`src/common/chip_port_params.svh`:
```
// widths, depths and memory timing of the chip port bridge
// included by the package and by every module that sizes a port from it
`ifndef CHIP_PORT_PARAMS_SVH
`define CHIP_PORT_PARAMS_SVH

// one chip port word
`define CP_WORD_W 64

// word address carried in the command word
`define CP_ADDR_W 12

// bus byte address width
`define CP_HADDR_W 32

// entries in each buffering fifo
`define CP_FIFO_DEPTH 4

// wait states the board memory adds to every transfer
`define CP_MEM_WAIT 1

`endif

```
`src/common/chip_port_pkg.sv`:
```
// shared types of the chip port bridge
// modules pull these in with a wildcard import in their header
`include "chip_port_params.svh"

package chip_port_pkg;

    // direction bit sits at the bottom, start address right above it
    localparam int CMD_ADDR_LSB = 1;

    typedef logic [`CP_WORD_W-1:0] word_t;
    typedef logic [`CP_ADDR_W-1:0] addr_t;

    // bit 0 of the command word
    typedef enum logic {
        DIR_TO_CHIP = 1'b0,
        DIR_TO_MEM  = 1'b1
    } cmd_dir_e;

    // controller fsm
    typedef enum logic [2:0] {
        ST_IDLE,
        ST_CMD,
        ST_TO_CHIP,
        ST_TO_MEM,
        ST_DRAIN
    } itf_state_e;

    // ahb transfer codes, busy is never issued
    typedef enum logic [1:0] {
        HT_IDLE   = 2'b00,
        HT_NONSEQ = 2'b10,
        HT_SEQ    = 2'b11
    } htrans_e;

    // one write beat, tagged with its word address
    typedef struct packed {
        addr_t addr;
        word_t data;
    } wr_beat_t;

    function automatic cmd_dir_e cmd_dir(input word_t cmd);
        return cmd_dir_e'(cmd[0]);
    endfunction

    function automatic addr_t cmd_addr(input word_t cmd);
        return cmd[CMD_ADDR_LSB +: `CP_ADDR_W];
    endfunction

endpackage

```
`src/hw/chip_itf/chip_fifo.sv`:
```
// small synchronous fifo, payload type set per instance
// buffers write beats toward memory and read words toward the chip
`include "chip_port_params.svh"

module chip_fifo
    import chip_port_pkg::*;
#(
    parameter type T     = word_t,
    parameter int  DEPTH = `CP_FIFO_DEPTH
)(
    input  logic                         clk,
    input  logic                         rst_n,
    input  logic                         i_push,
    input  T                             i_data,
    output logic                         o_full,
    input  logic                         i_pop,
    output T                             o_data,
    output logic                         o_empty,
    output logic [$clog2(DEPTH+1)-1:0]   o_count,
    input  logic                         i_flush
);

    localparam int PTR_W = (DEPTH > 1) ? $clog2(DEPTH) : 1;

    T                           mem [DEPTH];
    logic [PTR_W-1:0]           wr_ptr_q;
    logic [PTR_W-1:0]           rd_ptr_q;
    logic [$clog2(DEPTH+1)-1:0] count_q;
    logic                       do_push;
    logic                       do_pop;

    assign o_full  = (count_q == DEPTH[$clog2(DEPTH+1)-1:0]);
    assign o_empty = (count_q == '0);
    assign o_count = count_q;
    assign o_data  = mem[rd_ptr_q];

    // guard against overrun and underrun
    assign do_push = i_push & ~o_full;
    assign do_pop  = i_pop & ~o_empty;

    // ==================================================
    // pointers and occupancy
    // ==================================================
    always_ff @(posedge clk or negedge rst_n) begin
        if (!rst_n) begin
            wr_ptr_q <= '0;
            rd_ptr_q <= '0;
            count_q  <= '0;
        end else if (i_flush) begin
            // drop everything in one cycle
            wr_ptr_q <= '0;
            rd_ptr_q <= '0;
            count_q  <= '0;
        end else begin
            if (do_push) begin
                wr_ptr_q <= (wr_ptr_q == PTR_W'(DEPTH - 1)) ? '0 : wr_ptr_q + 1'b1;
            end
            if (do_pop) begin
                rd_ptr_q <= (rd_ptr_q == PTR_W'(DEPTH - 1)) ? '0 : rd_ptr_q + 1'b1;
            end
            // push plus pop leaves the count alone
            if (do_push && !do_pop) begin
                count_q <= count_q + 1'b1;
            end else if (do_pop && !do_push) begin
                count_q <= count_q - 1'b1;
            end
        end
    end

    // storage
    always_ff @(posedge clk) begin
        if (do_push) begin
            mem[wr_ptr_q] <= i_data;
        end
    end

endmodule

```
`config.mk`:
```
export PLATFORM = sky130hd
export DESIGN_NAME = chip_fifo
export DESIGN_NICKNAME = d
export VERILOG_FILES = /design/src/common/chip_port_pkg.sv /design/src/hw/chip_itf/chip_fifo.sv
export VERILOG_INCLUDE_DIRS = /design/src /design/src/common
export SDC_FILE = /design/constraint.sdc
export NUM_CORES = 1
export LEC_CHECK = 0
export BUFFER_PORTS_ARGS = -buffer_cell sky130_fd_sc_hd__buf_4
export CELL_PAD_IN_SITES_DETAIL_PLACEMENT = 0
export CELL_PAD_IN_SITES_GLOBAL_PLACEMENT = 2
export CORE_ASPECT_RATIO = 2
export CORE_UTILIZATION = 25
export CTS_BUF_LIST = sky130_fd_sc_hd__clkbuf_16
export DETAILED_ROUTE_END_ITERATION = 7
export HOLD_SLACK_MARGIN = 0.15
export PLACE_DENSITY = 0.47
export SYNTH_ARGS = -nofsm -noshare
export SYNTH_HDL_FRONTEND = slang
export SYNTH_SLANG_ARGS = --single-unit
```
`constraint.sdc`:
```
create_clock -name clk -period 2.95 [get_ports clk]
set_input_delay 0 -clock clk [delete_from_list [all_inputs] [get_ports clk]]
set_output_delay 0 -clock clk [all_outputs]
set_load 0.005 [all_outputs]
```
### Word level (Yosys, flattened, before mapping)

Memory sizes are Yosys's and may differ from the RTL's.
Cells that the tools add are included.

* add/subtract/negate cells: 4
* $mul: 0
* div/mod/pow operators: 0
* magnitude comparators: 0
* equal/unequal tests: 3
* shift operators: 0
* mux-type cells: 11
* bitwise gates (word level): 4
* reduce and logical (&&, ||, !) cells: 8

Operators with widths (count)
* 2-bit 2-to-1 mux: 6
* 3-bit 2-to-1 mux: 3
* 2-bit by 1-bit adder with 2-bit output, second input constant: 2
* 2-bit equality test, second input constant: 2
* 2-bit nonzero test: 2
* 3-bit by 1-bit adder with 3-bit output, second input constant: 1
* 3-bit equality test, second input constant: 1
* 3-bit logical NOT: 1
* 3-bit nonzero test: 1
* 3-bit by 1-bit subtractor with 3-bit output, second input constant: 1
* 1-bit bitwise AND: 2
* 1-bit logical AND: 2
* 1-bit logical NOT: 2
* 1-bit 2-to-1 mux: 2
* 1-bit NOT: 2

* register bits: 7
* bits in latches: 0
* RAM bits: 256
* bits in read-only memories: 0
* output and inout bits: 69
* logic and storage cells: 34
* memories: 1

Memories
* mem: depth 4, width 64, rd ports 1, clocked after memory_dff 0, write ports 1, line chip_fifo.sv:25 `T mem [DEPTH];`

### Depth between registers and ports, before layout

* word-level depth: 8
* gate-level depth with buffers: 8
* mapped depth without buffers: 7

### Least setup slack after synthesis

Ideal clock, no wire load.

* kind: register to register
* start point: register count_q[0] (netlist: o_count[0])
* end point: register count_q[2] (netlist: o_count[2])
* arrival time: 2.080 ns
* data required time: 2.884 ns
* path slack: 0.804 ns
* stages on the path, launching flop included: 8
* path buffers: 0
* period minus slack after synthesis: 2.146 ns
* cells stage by stage: dfrtp_1 -> or3b_4 -> inv_2 -> nor3_1 -> fa_1 -> a21bo_2 -> a311oi_1 -> o311a_1

RTL lines
* start: declaration: line chip_fifo.sv:28 `logic [$clog2(DEPTH+1)-1:0] count_q;`
* start signal: assignment: line chip_fifo.sv:63 `count_q <= count_q + 1'b1;`
* start signal: assignment: line chip_fifo.sv:65 `count_q <= count_q - 1'b1;`
* 3-bit equality test *: line chip_fifo.sv:32 `assign o_full = (count_q == DEPTH[$clog2(DEPTH+1)-1:0]);`
* net o_full: line chip_fifo.sv:15 `output logic o_full,`
* 1-bit NOT *: line chip_fifo.sv:38 `assign do_push = i_push & ~o_full;`
* 1-bit bitwise AND *: line chip_fifo.sv:38
* 1-bit logical AND or 1-bit logical NOT (tied branches): line chip_fifo.sv:62, chip_fifo.sv:64
* 3-bit 2-to-1 mux or 1-bit logical AND (tied branches): line chip_fifo.sv:62, chip_fifo.sv:64
* 3-bit 2-to-1 mux or 3-bit nonzero test (tied branches)

The timed path passes the listed nets; every way through them passes the cells marked *. The select of a mux whose other input is x is not followed.
A chain may end at the register's enable or synchronous reset.

==> impl_metrics.toml <==
[run_status]
outcome = "finished, final reports clean"

[synth]
yosys.area_share.simple = 0.0132
avgSynthCellArea_sq_um = 24.8
synth_area_sq_um = 9790
synthXorXnorAreaFrac = 0
synth-edff-count = 256
synth_top_family_by_area = "multiplexers"
synthAdderAreaFrac = 0.00844
synth_nets = 470
synth-seq-cells = 263
synth_top_area_cell = "edfxtp_1"
ys_seq_area_frac = 0.803
synth_area_leaders = "edfxtp_1, mux4_2, dfrtp_1"
synthCells = 395
yosysWarnings = 0
synth.distinct_cells = 34
synthTopCellsByCount = "edfxtp_1, mux4_2, nor2_1"
synth_mux_area_frac = 0.153
synth_compound_area_frac = 0.00856
yosysMostFrequentCell = "edfxtp_1"
ys_async_sr_fraction = 0.0266
synth_top_area_frac = 0.785
synthFlopType = "edfxtp_1"

[power_and_ir_drop]
peakVddDrop_mv = 0.430
power_leakage_nw = 4.34
power_density_nw_per_um2 = 737

[floorplanning]
die_x_um = 142
core_sq_um = 38700
dieArea_sq_um = 40000
initial_core_util = 0.253
ios = 138
fp.dieH_um = 282
std_cell_rows = 102

[critical_path]
cp_max_fo = 39
r2r_cells = 7
rrSetupSlack_ns = 0.56
reg2reg_from = "o_count[2]$_DFFE_PN0P_"
cp.arrival_ns = 2.52
critPathRequiredTime_ns = 2.95
critPathLaunchType = "flip-flop"
critical_path_class = "reg -> out"
regToRegEndpoint = "o_count[2]$_DFFE_PN0P_"
worst_setup_path_end_kind = "primary output"

[global_route]
globalRoute.busiestLayer = "met2"
use_met2 = 0.218
grt_pass1_wl_um = 32900
grt_pass1_vias = 5477
antenna_found_initial = 1
globalRouteOverflowTotal = 0
grt_max_degree = 67
grtUsageMet3 = 0.0222
met1_usage = 0.118
track_usage = 0.113

[detailed_routing]
wire_per_inst_um = 19.0
dr.pass1.iters = 4
vias = 4774
final_antenna_net_count = 0
drc = 0
drtIter0Drc = 225
wirelength_um = 21900
via_per_inst = 4.14

[sta]
slew_violations = 0
fin_crit_sh = 0.855
rsz0062_at_grt = "false"
setup_viol_count_final = 0
slew-limit-headroom = 0.260
clock_skew_ns = 0.0180
layout_setup_ws_ns = 0.427
worst_pin_slew_ns = 1.11
hold_viol_final = 0
worst_hold_slack_ns = 0.218
totalNegativeSetupSlack_ns = 0
period_minus_slack_ns = 2.52
fmax_ghz = 0.396

[placement]
numPortBuffers = 137
globalplace.congestion = 0.678
dp_hpwl_um = 13100
place_area_sq_um = 11500
pre_cts_ws_ns = 0.594

[finish]
diodes = 0
nFillCells = 3681
syn_to_final_growth_pct = 32.4
layout-drive-gt1-share = 0.407
fin_nets = 695
finish.instance_area_sq_um = 13000

[clock_network]
clk_latency_ns = 0.53
htree_levels = 1
path_clk_slew_ns = 0.07
cts_buffers = 25
postCtsSetupBuffers = 0
cts_resized = 0
hold_buffers = 70
cts_tree = "yes"
cts.path.max_buffers = 3
cts_sinks = 263
root_buffer = "clkbuf_16"

[min_path]
hp-start = "i_data[24]"
worstHoldPathCells = 2
min_path_type = "in -> reg"
min_to = "mem[0][24]$_DFFE_PP_"

[run]
drv_cap = 0
==> report_power, final <==
| part | internal, mW | leakage, nW | total (mW) | switching [mW] |
|---|---|---|---|---|
| combinational | 1.14 | 1.53 | 1.91 | 0.775 |
| clock | 1.62 | 0.381 | 2.94 | 1.32 |
| sequential | 4.44 | 2.44 | 4.70 | 0.256 |
| total | 7.20 | 4.34 | 9.55 | 2.35 |
==> cell usage in the layout (no fill, tap or decap), drive strengths merged <==
cell type / instances
edfxtp: 256
buf: 146
dlygate4sd3: 70
mux4: 64
clkbuf: 25
inv: 10
clkinv: 10
nor2: 8
dfrtp: 7
ha: 5
and3: 4
mux2i: 3
a21oi: 3
nor3: 2
mux2: 2
o21ai: 2
nand3b: 2
or3b: 1
o21a: 1
a221oi: 1
or4: 1
o31ai: 1
or3: 1
nand2: 1
nand3: 1
a21bo: 1
nor4bb: 1
a311oi: 1
o311a: 1
fa: 1
bufinv: 1
clkinvlp: 1
==> sequential cells by signal, summed over array words and instances (netlist names) <==
signal and cells:
mem 256, o_count 3, rd_ptr_q 2, wr_ptr_q 2
==> through the flow <==
| step | power [mW] | utilization | cells |
|---|---|---|---|
| after floorplan | 5.65 | - | 395 |
| after global placement | 6.64 | 0.298 | 1043 |
| after detailed placement | 6.70 | 0.298 | 1043 |
| after CTS | 9.78 | 0.335 | 1154 |
| after global routing | 9.99 | 0.335 | 1154 |
| final | 9.55 | 0.335 | 1154 |
==> final cells by class <==
| cell class | count | area (sq um) | share of cell area |
|---|---|---|---|
| Timing Repair Buffer | 216 | 1880 | 0.145 |
| Clock buffer | 25 | 626 | 0.0483 |
| Multi-Input combinational cell | 108 | 1800 | 0.139 |
| Tap cell | 520 | 651 | 0.0502 |
| Sequential cell | 263 | 7870 | 0.607 |
| Inverter | 6 | 22.5 | 0.00174 |
| Clock inverter | 16 | 105 | 0.00811 |
==> critical path, stage by stage, from the launching register on <==
cell and delay [ns]:
dfrtp_4 0.99, buf_12 0.28, mux4_2 0.54, buf_4 0.15
==> how the worst max path moves through the flow <==
| stage | endpoint | from | cells past startpoint |
|---|---|---|---|
| 2_1_floorplan | o_count[2]$_DFFE_PN0P_ | o_count[0]$_DFFE_PN0P_ | 7 |
| 3_3_place_gp | o_count[2]$_DFFE_PN0P_ | o_count[2]$_DFFE_PN0P_ | 7 |
| 3_5_place_dp | o_count[2]$_DFFE_PN0P_ | o_count[2]$_DFFE_PN0P_ | 7 |
| 4_1_cts | o_data[10] | rd_ptr_q[0]$_DFFE_PN0P_ | 3 |
| 5_1_grt | o_data[4] | rd_ptr_q[0]$_DFFE_PN0P_ | 3 |
| 6_report | o_data[10] | rd_ptr_q[0]$_DFFE_PN0P_ | 3 |
==> routing by layer <==
metal	wire length, um	vias up
met3	1060	28
met5	17	-
li1	-	2122
met4	448	2
met1	7900	2513
met2	12500	109
==> cells by family (layout without fill, tap and decap cells) <==
logic type	Yosys count	after routing
flops	263	263
fa+ha+maj	6	6
buf+inv	24	263
compound gates	11	11
simple gates	22	22
mux	69	69
Note: power is estimated with default switching activity, not from simulation.
