### config.mk
export PLATFORM = sky130hd
export DESIGN_NAME = chip_itf_ctrl
export DESIGN_NICKNAME = d
export VERILOG_FILES = /design/src/common/chip_port_pkg.sv /design/src/hw/chip_itf/chip_itf_ctrl.sv
export VERILOG_INCLUDE_DIRS = /design/src /design/src/common
export SDC_FILE = /design/constraint.sdc
export NUM_CORES = 1
export LEC_CHECK = 0
export ABC_AREA = 1
export BUFFER_PORTS_ARGS = -buffer_cell sky130_fd_sc_hd__buf_2
export CELL_PAD_IN_SITES_DETAIL_PLACEMENT = 0
export CELL_PAD_IN_SITES_GLOBAL_PLACEMENT = 1
export CORE_AREA = 10 10 171 173
export CTS_BUF_LIST = sky130_fd_sc_hd__clkbuf_2 sky130_fd_sc_hd__clkbuf_4 sky130_fd_sc_hd__clkbuf_8
export DETAILED_ROUTE_END_ITERATION = 7
export DIE_AREA = 0 0 181 183
export PLACE_DENSITY = 0.85
export SYNTH_ARGS = -nofsm -noshare
export SYNTH_HDL_FRONTEND = slang
export SYNTH_SLANG_ARGS = --single-unit
### constraint.sdc
create_clock -name clk -period 4.58 [get_ports clk]
set_input_delay 0.229 -clock clk [delete_from_list [all_inputs] [get_ports clk]]
set_output_delay 0.229 -clock clk [all_outputs]
set_load 0.02 [all_outputs]
### src/common/chip_port_params.svh
// widths, depths and memory timing of the chip port bridge
// included by the package and by every module that sizes a port from it
`ifndef CHIP_PORT_PARAMS_SVH
`define CHIP_PORT_PARAMS_SVH

// one chip port word
`define CP_WORD_W 64

// word address carried in the command word
`define CP_ADDR_W 12

// bus byte address width
`define CP_HADDR_W 32

// entries in each buffering fifo
`define CP_FIFO_DEPTH 4

// wait states the board memory adds to every transfer
`define CP_MEM_WAIT 1

`endif

### src/common/chip_port_pkg.sv
// shared types of the chip port bridge
// modules pull these in with a wildcard import in their header
`include "chip_port_params.svh"

package chip_port_pkg;

    // direction bit sits at the bottom, start address right above it
    localparam int CMD_ADDR_LSB = 1;

    typedef logic [`CP_WORD_W-1:0] word_t;
    typedef logic [`CP_ADDR_W-1:0] addr_t;

    // bit 0 of the command word
    typedef enum logic {
        DIR_TO_CHIP = 1'b0,
        DIR_TO_MEM  = 1'b1
    } cmd_dir_e;

    // controller fsm
    typedef enum logic [2:0] {
        ST_IDLE,
        ST_CMD,
        ST_TO_CHIP,
        ST_TO_MEM,
        ST_DRAIN
    } itf_state_e;

    // ahb transfer codes, busy is never issued
    typedef enum logic [1:0] {
        HT_IDLE   = 2'b00,
        HT_NONSEQ = 2'b10,
        HT_SEQ    = 2'b11
    } htrans_e;

    // one write beat, tagged with its word address
    typedef struct packed {
        addr_t addr;
        word_t data;
    } wr_beat_t;

    function automatic cmd_dir_e cmd_dir(input word_t cmd);
        return cmd_dir_e'(cmd[0]);
    endfunction

    function automatic addr_t cmd_addr(input word_t cmd);
        return cmd[CMD_ADDR_LSB +: `CP_ADDR_W];
    endfunction

endpackage

### src/hw/chip_itf/chip_itf_ctrl.sv
// chip port controller, turns chip commands into ahb-lite bursts
// buffers writes through one fifo and prefetches reads into another
`include "chip_port_params.svh"

module chip_itf_ctrl
    import chip_port_pkg::*;
(
    input  logic                                   clk,
    input  logic                                   rst_n,
    // chip side
    input  logic                                   i_cmd_vld,
    input  logic                                   i_dat_oe,
    input  word_t                                  i_dat,
    input  logic                                   i_dat_vld,
    output logic                                   o_dat_rdy,
    // write fifo
    output logic                                   o_wr_push,
    output wr_beat_t                               o_wr_beat,
    input  logic                                   i_wr_full,
    output logic                                   o_wr_pop,
    input  logic                                   i_wr_empty,
    input  wr_beat_t                               i_wr_front,
    // read fifo
    output logic                                   o_rd_push,
    output word_t                                  o_rd_word,
    input  logic                                   i_rd_full,
    input  logic [$clog2(`CP_FIFO_DEPTH+1)-1:0]    i_rd_count,
    output logic                                   o_rd_flush,
    input  logic                                   i_dat_rdy_pop,
    // ahb master
    output logic [`CP_HADDR_W-1:0]                 o_haddr,
    output htrans_e                                o_htrans,
    output logic                                   o_hwrite,
    output word_t                                  o_hwdata,
    input  word_t                                  i_hrdata,
    input  logic                                   i_hready,
    input  logic                                   i_hresp
);

    localparam int CNT_W = $clog2(`CP_FIFO_DEPTH + 1);

    itf_state_e      state_q, state_d;
    addr_t           addr_q;
    logic            first_q;
    // address phase, held until the slave takes it
    logic            ap_valid_q, ap_write_q, ap_keep_q, ap_seq_q;
    addr_t           ap_addr_q;
    word_t           ap_wdata_q;
    // data phase
    logic            dp_valid_q, dp_write_q, dp_keep_q;
    word_t           hwdata_q;
    logic            cmd_acc, wr_acc, rd_end, ap_free, dp_done, drain_done;
    logic            wr_issue, rd_issue;
    logic [1:0]      rd_inflight;
    logic [CNT_W:0]  rd_free;

    assign cmd_acc = (state_q == ST_CMD) & i_dat_oe & i_dat_vld;
    assign wr_acc  = (state_q == ST_TO_MEM) & i_dat_oe & i_dat_vld & ~i_wr_full;
    // a read ends at once, stale beats are thrown away
    assign rd_end  = (state_q == ST_TO_CHIP) & i_cmd_vld;
    assign ap_free = ~ap_valid_q | i_hready;
    assign dp_done = dp_valid_q & i_hready;
    assign drain_done = i_wr_empty & ~ap_valid_q & (~dp_valid_q | i_hready);

    // reads still owed to the fifo
    assign rd_inflight = {1'b0, ap_valid_q & ~ap_write_q & ap_keep_q}
                       + {1'b0, dp_valid_q & ~dp_write_q & dp_keep_q};
    assign rd_free = (CNT_W+1)'(`CP_FIFO_DEPTH) - {1'b0, i_rd_count}
                   + {{CNT_W{1'b0}}, i_dat_rdy_pop};

    // writes go first, the write fifo is empty during reads anyway
    assign wr_issue = ~i_wr_empty & ap_free;
    assign rd_issue = (state_q == ST_TO_CHIP) & ~rd_end & ap_free
                    & (rd_free > {{(CNT_W-1){1'b0}}, rd_inflight});

    // ==================================================
    // command fsm
    // ==================================================
    always_comb begin
        state_d = state_q;
        case (state_q)
            ST_IDLE:    if (i_cmd_vld) state_d = ST_CMD;
            ST_CMD: begin
                if (cmd_acc) begin
                    state_d = (cmd_dir(i_dat) == DIR_TO_MEM) ? ST_TO_MEM : ST_TO_CHIP;
                end
            end
            ST_TO_CHIP: if (i_cmd_vld) state_d = ST_IDLE;
            ST_TO_MEM:  if (i_cmd_vld) state_d = ST_DRAIN;
            ST_DRAIN:   if (drain_done) state_d = ST_IDLE;
            default:    state_d = ST_IDLE;
        endcase
    end

    always_ff @(posedge clk or negedge rst_n) begin
        if (!rst_n) begin
            state_q <= ST_IDLE;
            addr_q  <= '0;
            first_q <= 1'b0;
        end else begin
            state_q <= state_d;
            // word address, one step per write word or issued read
            if (cmd_acc) begin
                addr_q <= cmd_addr(i_dat);
            end else if (wr_acc || rd_issue) begin
                addr_q <= addr_q + 1'b1;
            end
            if (cmd_acc) begin
                first_q <= 1'b1;
            end else if (wr_issue || rd_issue) begin
                first_q <= 1'b0;
            end
        end
    end

    // ==================================================
    // ahb address and data pipeline
    // ==================================================
    always_ff @(posedge clk or negedge rst_n) begin
        if (!rst_n) begin
            ap_valid_q <= 1'b0;
            ap_write_q <= 1'b0;
            ap_keep_q  <= 1'b0;
            ap_seq_q   <= 1'b0;
            dp_valid_q <= 1'b0;
            dp_write_q <= 1'b0;
            dp_keep_q  <= 1'b0;
        end else begin
            if (wr_issue || rd_issue) begin
                ap_valid_q <= 1'b1;
                ap_write_q <= wr_issue;
                ap_keep_q  <= 1'b1;
                ap_seq_q   <= ~first_q;
            end else if (ap_free) begin
                ap_valid_q <= 1'b0;
            end else if (rd_end) begin
                // held phase still runs on the bus, result dropped
                ap_keep_q <= 1'b0;
            end
            if (i_hready) begin
                dp_valid_q <= ap_valid_q;
                dp_write_q <= ap_write_q;
                dp_keep_q  <= ap_keep_q & ~rd_end;
            end else if (rd_end) begin
                dp_keep_q <= 1'b0;
            end
        end
    end

    // payload of the pipeline
    always_ff @(posedge clk) begin
        if (wr_issue) begin
            ap_addr_q  <= i_wr_front.addr;
            ap_wdata_q <= i_wr_front.data;
        end else if (rd_issue) begin
            ap_addr_q <= addr_q;
        end
        if (i_hready && ap_valid_q && ap_write_q) begin
            hwdata_q <= ap_wdata_q;
        end
    end

    // chip side handshake
    assign o_dat_rdy = (state_q == ST_CMD) | ((state_q == ST_TO_MEM) & ~i_wr_full);
    assign o_wr_push = wr_acc;
    assign o_wr_beat = '{addr: addr_q, data: i_dat};
    assign o_wr_pop  = wr_issue;

    // an error still ends the beat, the word goes out as zero
    assign o_rd_push  = dp_done & ~dp_write_q & dp_keep_q & ~rd_end & ~i_rd_full;
    assign o_rd_word  = i_hresp ? '0 : i_hrdata;
    assign o_rd_flush = rd_end;

    // byte address is word address times 8
    assign o_haddr  = {{(`CP_HADDR_W-`CP_ADDR_W-3){1'b0}}, ap_addr_q, 3'b000};
    assign o_htrans = !ap_valid_q ? HT_IDLE : (ap_seq_q ? HT_SEQ : HT_NONSEQ);
    assign o_hwrite = ap_write_q;
    assign o_hwdata = hwdata_q;

endmodule

# After elaboration in Yosys (flattened, before gate mapping)
# Index checks and enable logic that the tools add are counted.
# op_classes
n_reduce_logical	13
n_eq_ne	10
mux	22
bitwise_logic	35
magnitude_cmp	1
n_addsub	4
# ops
cell	count
$mux 64	1
$mux 12	4
$and 1x1->1	23
$mux 3	5
$pmux 3 s5	1
$add 12x1->12 const B	1
$reduce_bool 2->1	6
$mux 1	10
$ne 2x2->1 const B	5
$not 1->1	9
$eq 3x2->1 const B	2
$reduce_and 5->1	1
$add 4x1->4	1
$gt 4x2->1	1
$sub 3x3->4 const A	1
$eq 3x1->1 const B	1
$eq 3x3->1 const B	1
$logic_not 3->1	1
$or 1x1->1	3
$add 1x1->2	1
$logic_and 1x1->1	2
$logic_or 1x1->1	2
$mux 2	1
$ne 2x1->1 const B	1
$reduce_and 2->1	1
# totals
regBits	163
out_inout_bits	244
input_bits	218
word_cells	98

# Longest topological paths before layout
# logic_depth
ltp_word	9
mapped_depth	15
mapped_depth_nobuf	14

# Least setup slack after synthesis
# No wires, ideal clock.
# synth_path
path_type	register to register
from	reg ap_write_q (netlist: o_hwrite)
to	reg hwdata_q[0] (netlist: o_hwdata[0]), enable pin
path_buffers	0
path_stages_with_launch	3
arrival_ns	3.253
setup_slack_ns	0.841
synth_period_minus_slack_ns	3.739
path_cell_list	dfrtp_1 > nand2_1 > nor2_1
# synth_via
elab_chain_cells	1
# synth_rtl
element	line	source
start, declared	chip_itf_ctrl.sv:46	logic ap_valid_q, ap_write_q, ap_keep_q, ap_seq_q;
start signal, assigned	chip_itf_ctrl.sv:131	ap_write_q <= wr_issue;
$logic_and 1x1->1	chip_itf_ctrl.sv:158	if (i_hready && ap_valid_q && ap_write_q) begin
end signal, assigned	chip_itf_ctrl.sv:159	hwdata_q <= ap_wdata_q;
end, declared	chip_itf_ctrl.sv:51	word_t hwdata_q;
# Every way passes these cells.
# A chain may end at the register's enable or synchronous reset.

# Worst setup path after layout
# layout_path
from	reg ap_valid_q
to	out o_wr_pop
# layout_via
elab_chain_cells	3
# layout_rtl
element	line	source
start, declared	chip_itf_ctrl.sv:46	
start signal, assigned	chip_itf_ctrl.sv:121	ap_valid_q <= 1'b0;
start signal, assigned	chip_itf_ctrl.sv:130	ap_valid_q <= 1'b1;
start signal, assigned	chip_itf_ctrl.sv:135	ap_valid_q <= 1'b0;
$not 1->1	chip_itf_ctrl.sv:61	assign ap_free = ~ap_valid_q | i_hready;
$or 1x1->1	chip_itf_ctrl.sv:61	
$and 1x1->1	chip_itf_ctrl.sv:72	assign wr_issue = ~i_wr_empty & ap_free;
end, declared	chip_itf_ctrl.sv:20	output logic o_wr_pop,
# Every way passes these cells.

==> summary.md <==
| Metric | Value |
|---|---|
| Depth of the most critical reg-to-reg path | 11 |
| Fin util | 37.39% |
| Worst Clk Skew | 0.01664 ns |
| Boundary pin count | 462 |
| Largest buffer count on any clock path | 2 |
| Latest clock arrival within the worst-skew pair | 0.45 ns |
| Crit start category | register |
| Vias/cell | 3.940 |
| Fraction of layout cells with a size suffix above 1 | 40.02% |
| WL per Instance | 16.85 µm |
| WL final | 22200 µm |
| Setup Fix Bufs, Post-CTS | 0 |
| Max VDD drop | 221.6 µV |
| WP buf/inv | 3 |
| Max incr delay on CP | 0.65 ns |
| Arr. time, crit path | 2.38 ns |
| DR pass1 iterations | 5 |
| Period utilization | 56.92% |
| Place WS | 2.129 ns |
| Post-route ant nets | 0 |
| Worst Path Required | 4.35 ns |
| Reg2reg start | ap_valid_q |
| CTS tree | done |
| Cts bufs inserted | 17 |
| Overall power | 4092 µW |
| Die area | 0.03312 mm² |
| Unrepaired setup endpoints after global routing | no |
| Worst slew margin | 32.26% |
| Antenna violations before repair | 1 |
| Worst path cell trace | inv_2 > nor2_2 > nor2_4 > buf_12 > buf_2 |
| Crit Path Max Fanout | 55 |
| Power Density | 424.8 mW/mm² |
| Top_reg_cell synth | edfxtp_1 |
| Core box area | 0.02576 mm² |
| Synth top area share | 59.67% |
| Yosys warns | 0 |
| Placed cells | 1218 |
| Detail Placement HPWL | 17750 µm |
| Commonest non-fill, non-tap cell in the layout | buf_2 |
| Leakage power | 0.004640 µW |
| Final Setup Violations | 0 |
| Crit Path Class | reg2out |
| Ys async rst share | 14.11% |
| GPL Wtd Cong | 0.7641 |
| Filler cell count | 2556 |
| GRT Util Overall | 12.69% |
| Initial DRC Count | 330 |
| HP Class | in2reg |
| IO buf count | 339 |
| Number of remaining DRC errors | 0 |
| Post-route setup TNS | 0 ns |
| Clk Tree Root Cell | clkbuf_8 |
| Status | finished, final reports clean |
| Die X | 181 µm |
| Final Slew Violations | 0 |
| N_diodes | 0 |
| First-pass GRT wire length | 32990 µm |
| Final Instance Count excl. Fillers | 1317 |
| Total grt overflow | 0 |
| Clk slew on worst S/H paths | 0.11 ns |
| Most frequent cells in the layout | buf_2, edfxtp_1, inv_1, nand2_1, nor2_1 |
| Avg Cell Area, Syn | 11.36 µm² |
| Fmax | 383.6 MHz |
| Largest net degree at the start of global routing | 65 |
| #FFs+latches synth | 163 |
| Chip Height | 183 µm |
| Initial core utilization | 27.35% |
| Std-Cell Rows | 59 |
| Post-synth EDFFs | 140 |
| Least-Margin Pin Slew | 1.016 ns |
| CTS HTree Levels | 4 |
| Post-synth cell types | 30 |
| Number of global-route vias before repair | 5481 |
| Reg2reg end | ap_addr_q[3] |
| Setup crit end kind | primary output |
| Worst setup margin | 1.973 ns |
| Final Hold Vio Count | 0 |
| Critical path's top delay family | buffers and inverters |
| Hold endpoint | ap_addr_q[5] |
| Maxcap violations | 0 |
| Top cell type by total area after synthesis | edfxtp_1 |
| Hold Path Depth | 3 |
| Routed via count | 5189 |
| Area growth syn-to-layout | 36.71% |
| Hold_sp | i_wr_front[69] |
| Cell Area, Synth | 0.007046 mm² |
| Post-layout min period | 2.607 ns |
| Post-synthesis sequential area ratio | 67.84% |
| Synthesized instance count | 620 |
| Final #Nets | 1193 |
| Main area contributors after synthesis | edfxtp_1, buf_4, dfrtp_1 |
| Slowest cell on crit path | nor2_4 |
| Clock sink count | 163 |
| Worst R2R Setup Slack | 2.24 ns |
-- per-layer routing --
metal / wire [µm] / global-route usage, %
met3: 1848 / 5.413
met5: 8 / 0
met2: 10710 / 20.43
met4: 226 / 3.189
met1: 9407 / 15.43
-- cell families (layout without fill, tap and decap cells) --
logic type      after synthesis  count (layout)  synth area share (%)
simple gates                212             212                 12.47
compound gates               35              35                 2.682
buf+inv                     200             543                 15.52
xor+xnor                      3               3                0.3730
fa+ha+maj                     6               6                 1.066
flops                       163             163                 67.84
other cells                   1              20               0.05323
-- cells in the mapped netlist, types with 5 or more instances --
cell type  number
o21ai_0        23
buf_4          86
edfxtp_1      140
or2_2           5
nand2_1        94
dfrtp_1        23
o21ai_1         6
nor2_1         79
nand3_1        22
ha_1            6
inv_1          97
inv_2           5
-- flip-flops by register name, indices dropped and copies added, names as in the netlist --
register and count:
ap_wdata_q 64, o_hwdata 64, addr_q 12, ap_addr_q 12, state_q 3, ap_keep_q 1, ap_seq_q 1, ap_valid_q 1
dp_keep_q 1, dp_valid_q 1, dp_write_q 1, first_q 1, o_hwrite 1
-- final cells by class --
class / instances / area [µm²] / share of cell area, %
flip-flops and latches: 163 / 4780 / 49.62
inverters: 103 / 389.1 / 4.040
clock buffers: 17 / 234.0 / 2.429
well taps: 335 / 419.2 / 4.352
multi-input cells: 276 / 1256 / 13.04
clock inverters: 15 / 158.9 / 1.650
repair buffers: 408 / 2395 / 24.86
-- worst min-delay path: stages --
cell	delay, ns
buf_2	0.08
nand2_1	0.04
o21ai_0	0.07
-- stage by stage --
step | instance area, µm² | hold WS, ns
2_1_floorplan | 7117 | -0.06659
3_3_place_gp | 8568 | 0.2427
4_1_cts | 9632 | 0.03174
3_5_place_dp | 8568 | 0.2489
5_1_grt | 9632 | 0.05170
6_report | 9632 | 0.07096
-- where the power goes --
group | internal, µW | leakage, µW | switching (µW) | total (µW)
logic | 356 | 0.00283 | 722 | 1080
clock network | 413 | 0.000200 | 606 | 1020
registers | 1870 | 0.00161 | 125 | 1990
-- what timing repair did --
action / CTS / global route
endpoints found under the hold margin: 89 / 0
hold buffers: 67 / 0
resized for setup: 0 / 0
-- worst max-delay path by stage --
stage	from	endpoint	slack [ns]	cells past startpoint
6_report	ap_valid_q	o_wr_pop	1.97	5
5_1_grt	ap_valid_q	o_wr_pop	1.77	5
4_1_cts	ap_valid_q	o_wr_pop	1.88	5
3_5_place_dp	i_dat_rdy_pop	ap_addr_q[4]	2.13	12
3_3_place_gp	i_dat_rdy_pop	ap_addr_q[7]	2.15	12
2_1_floorplan	o_hwrite	o_hwdata[0]	0.84	2
Power figures use the tool's default switching activity.
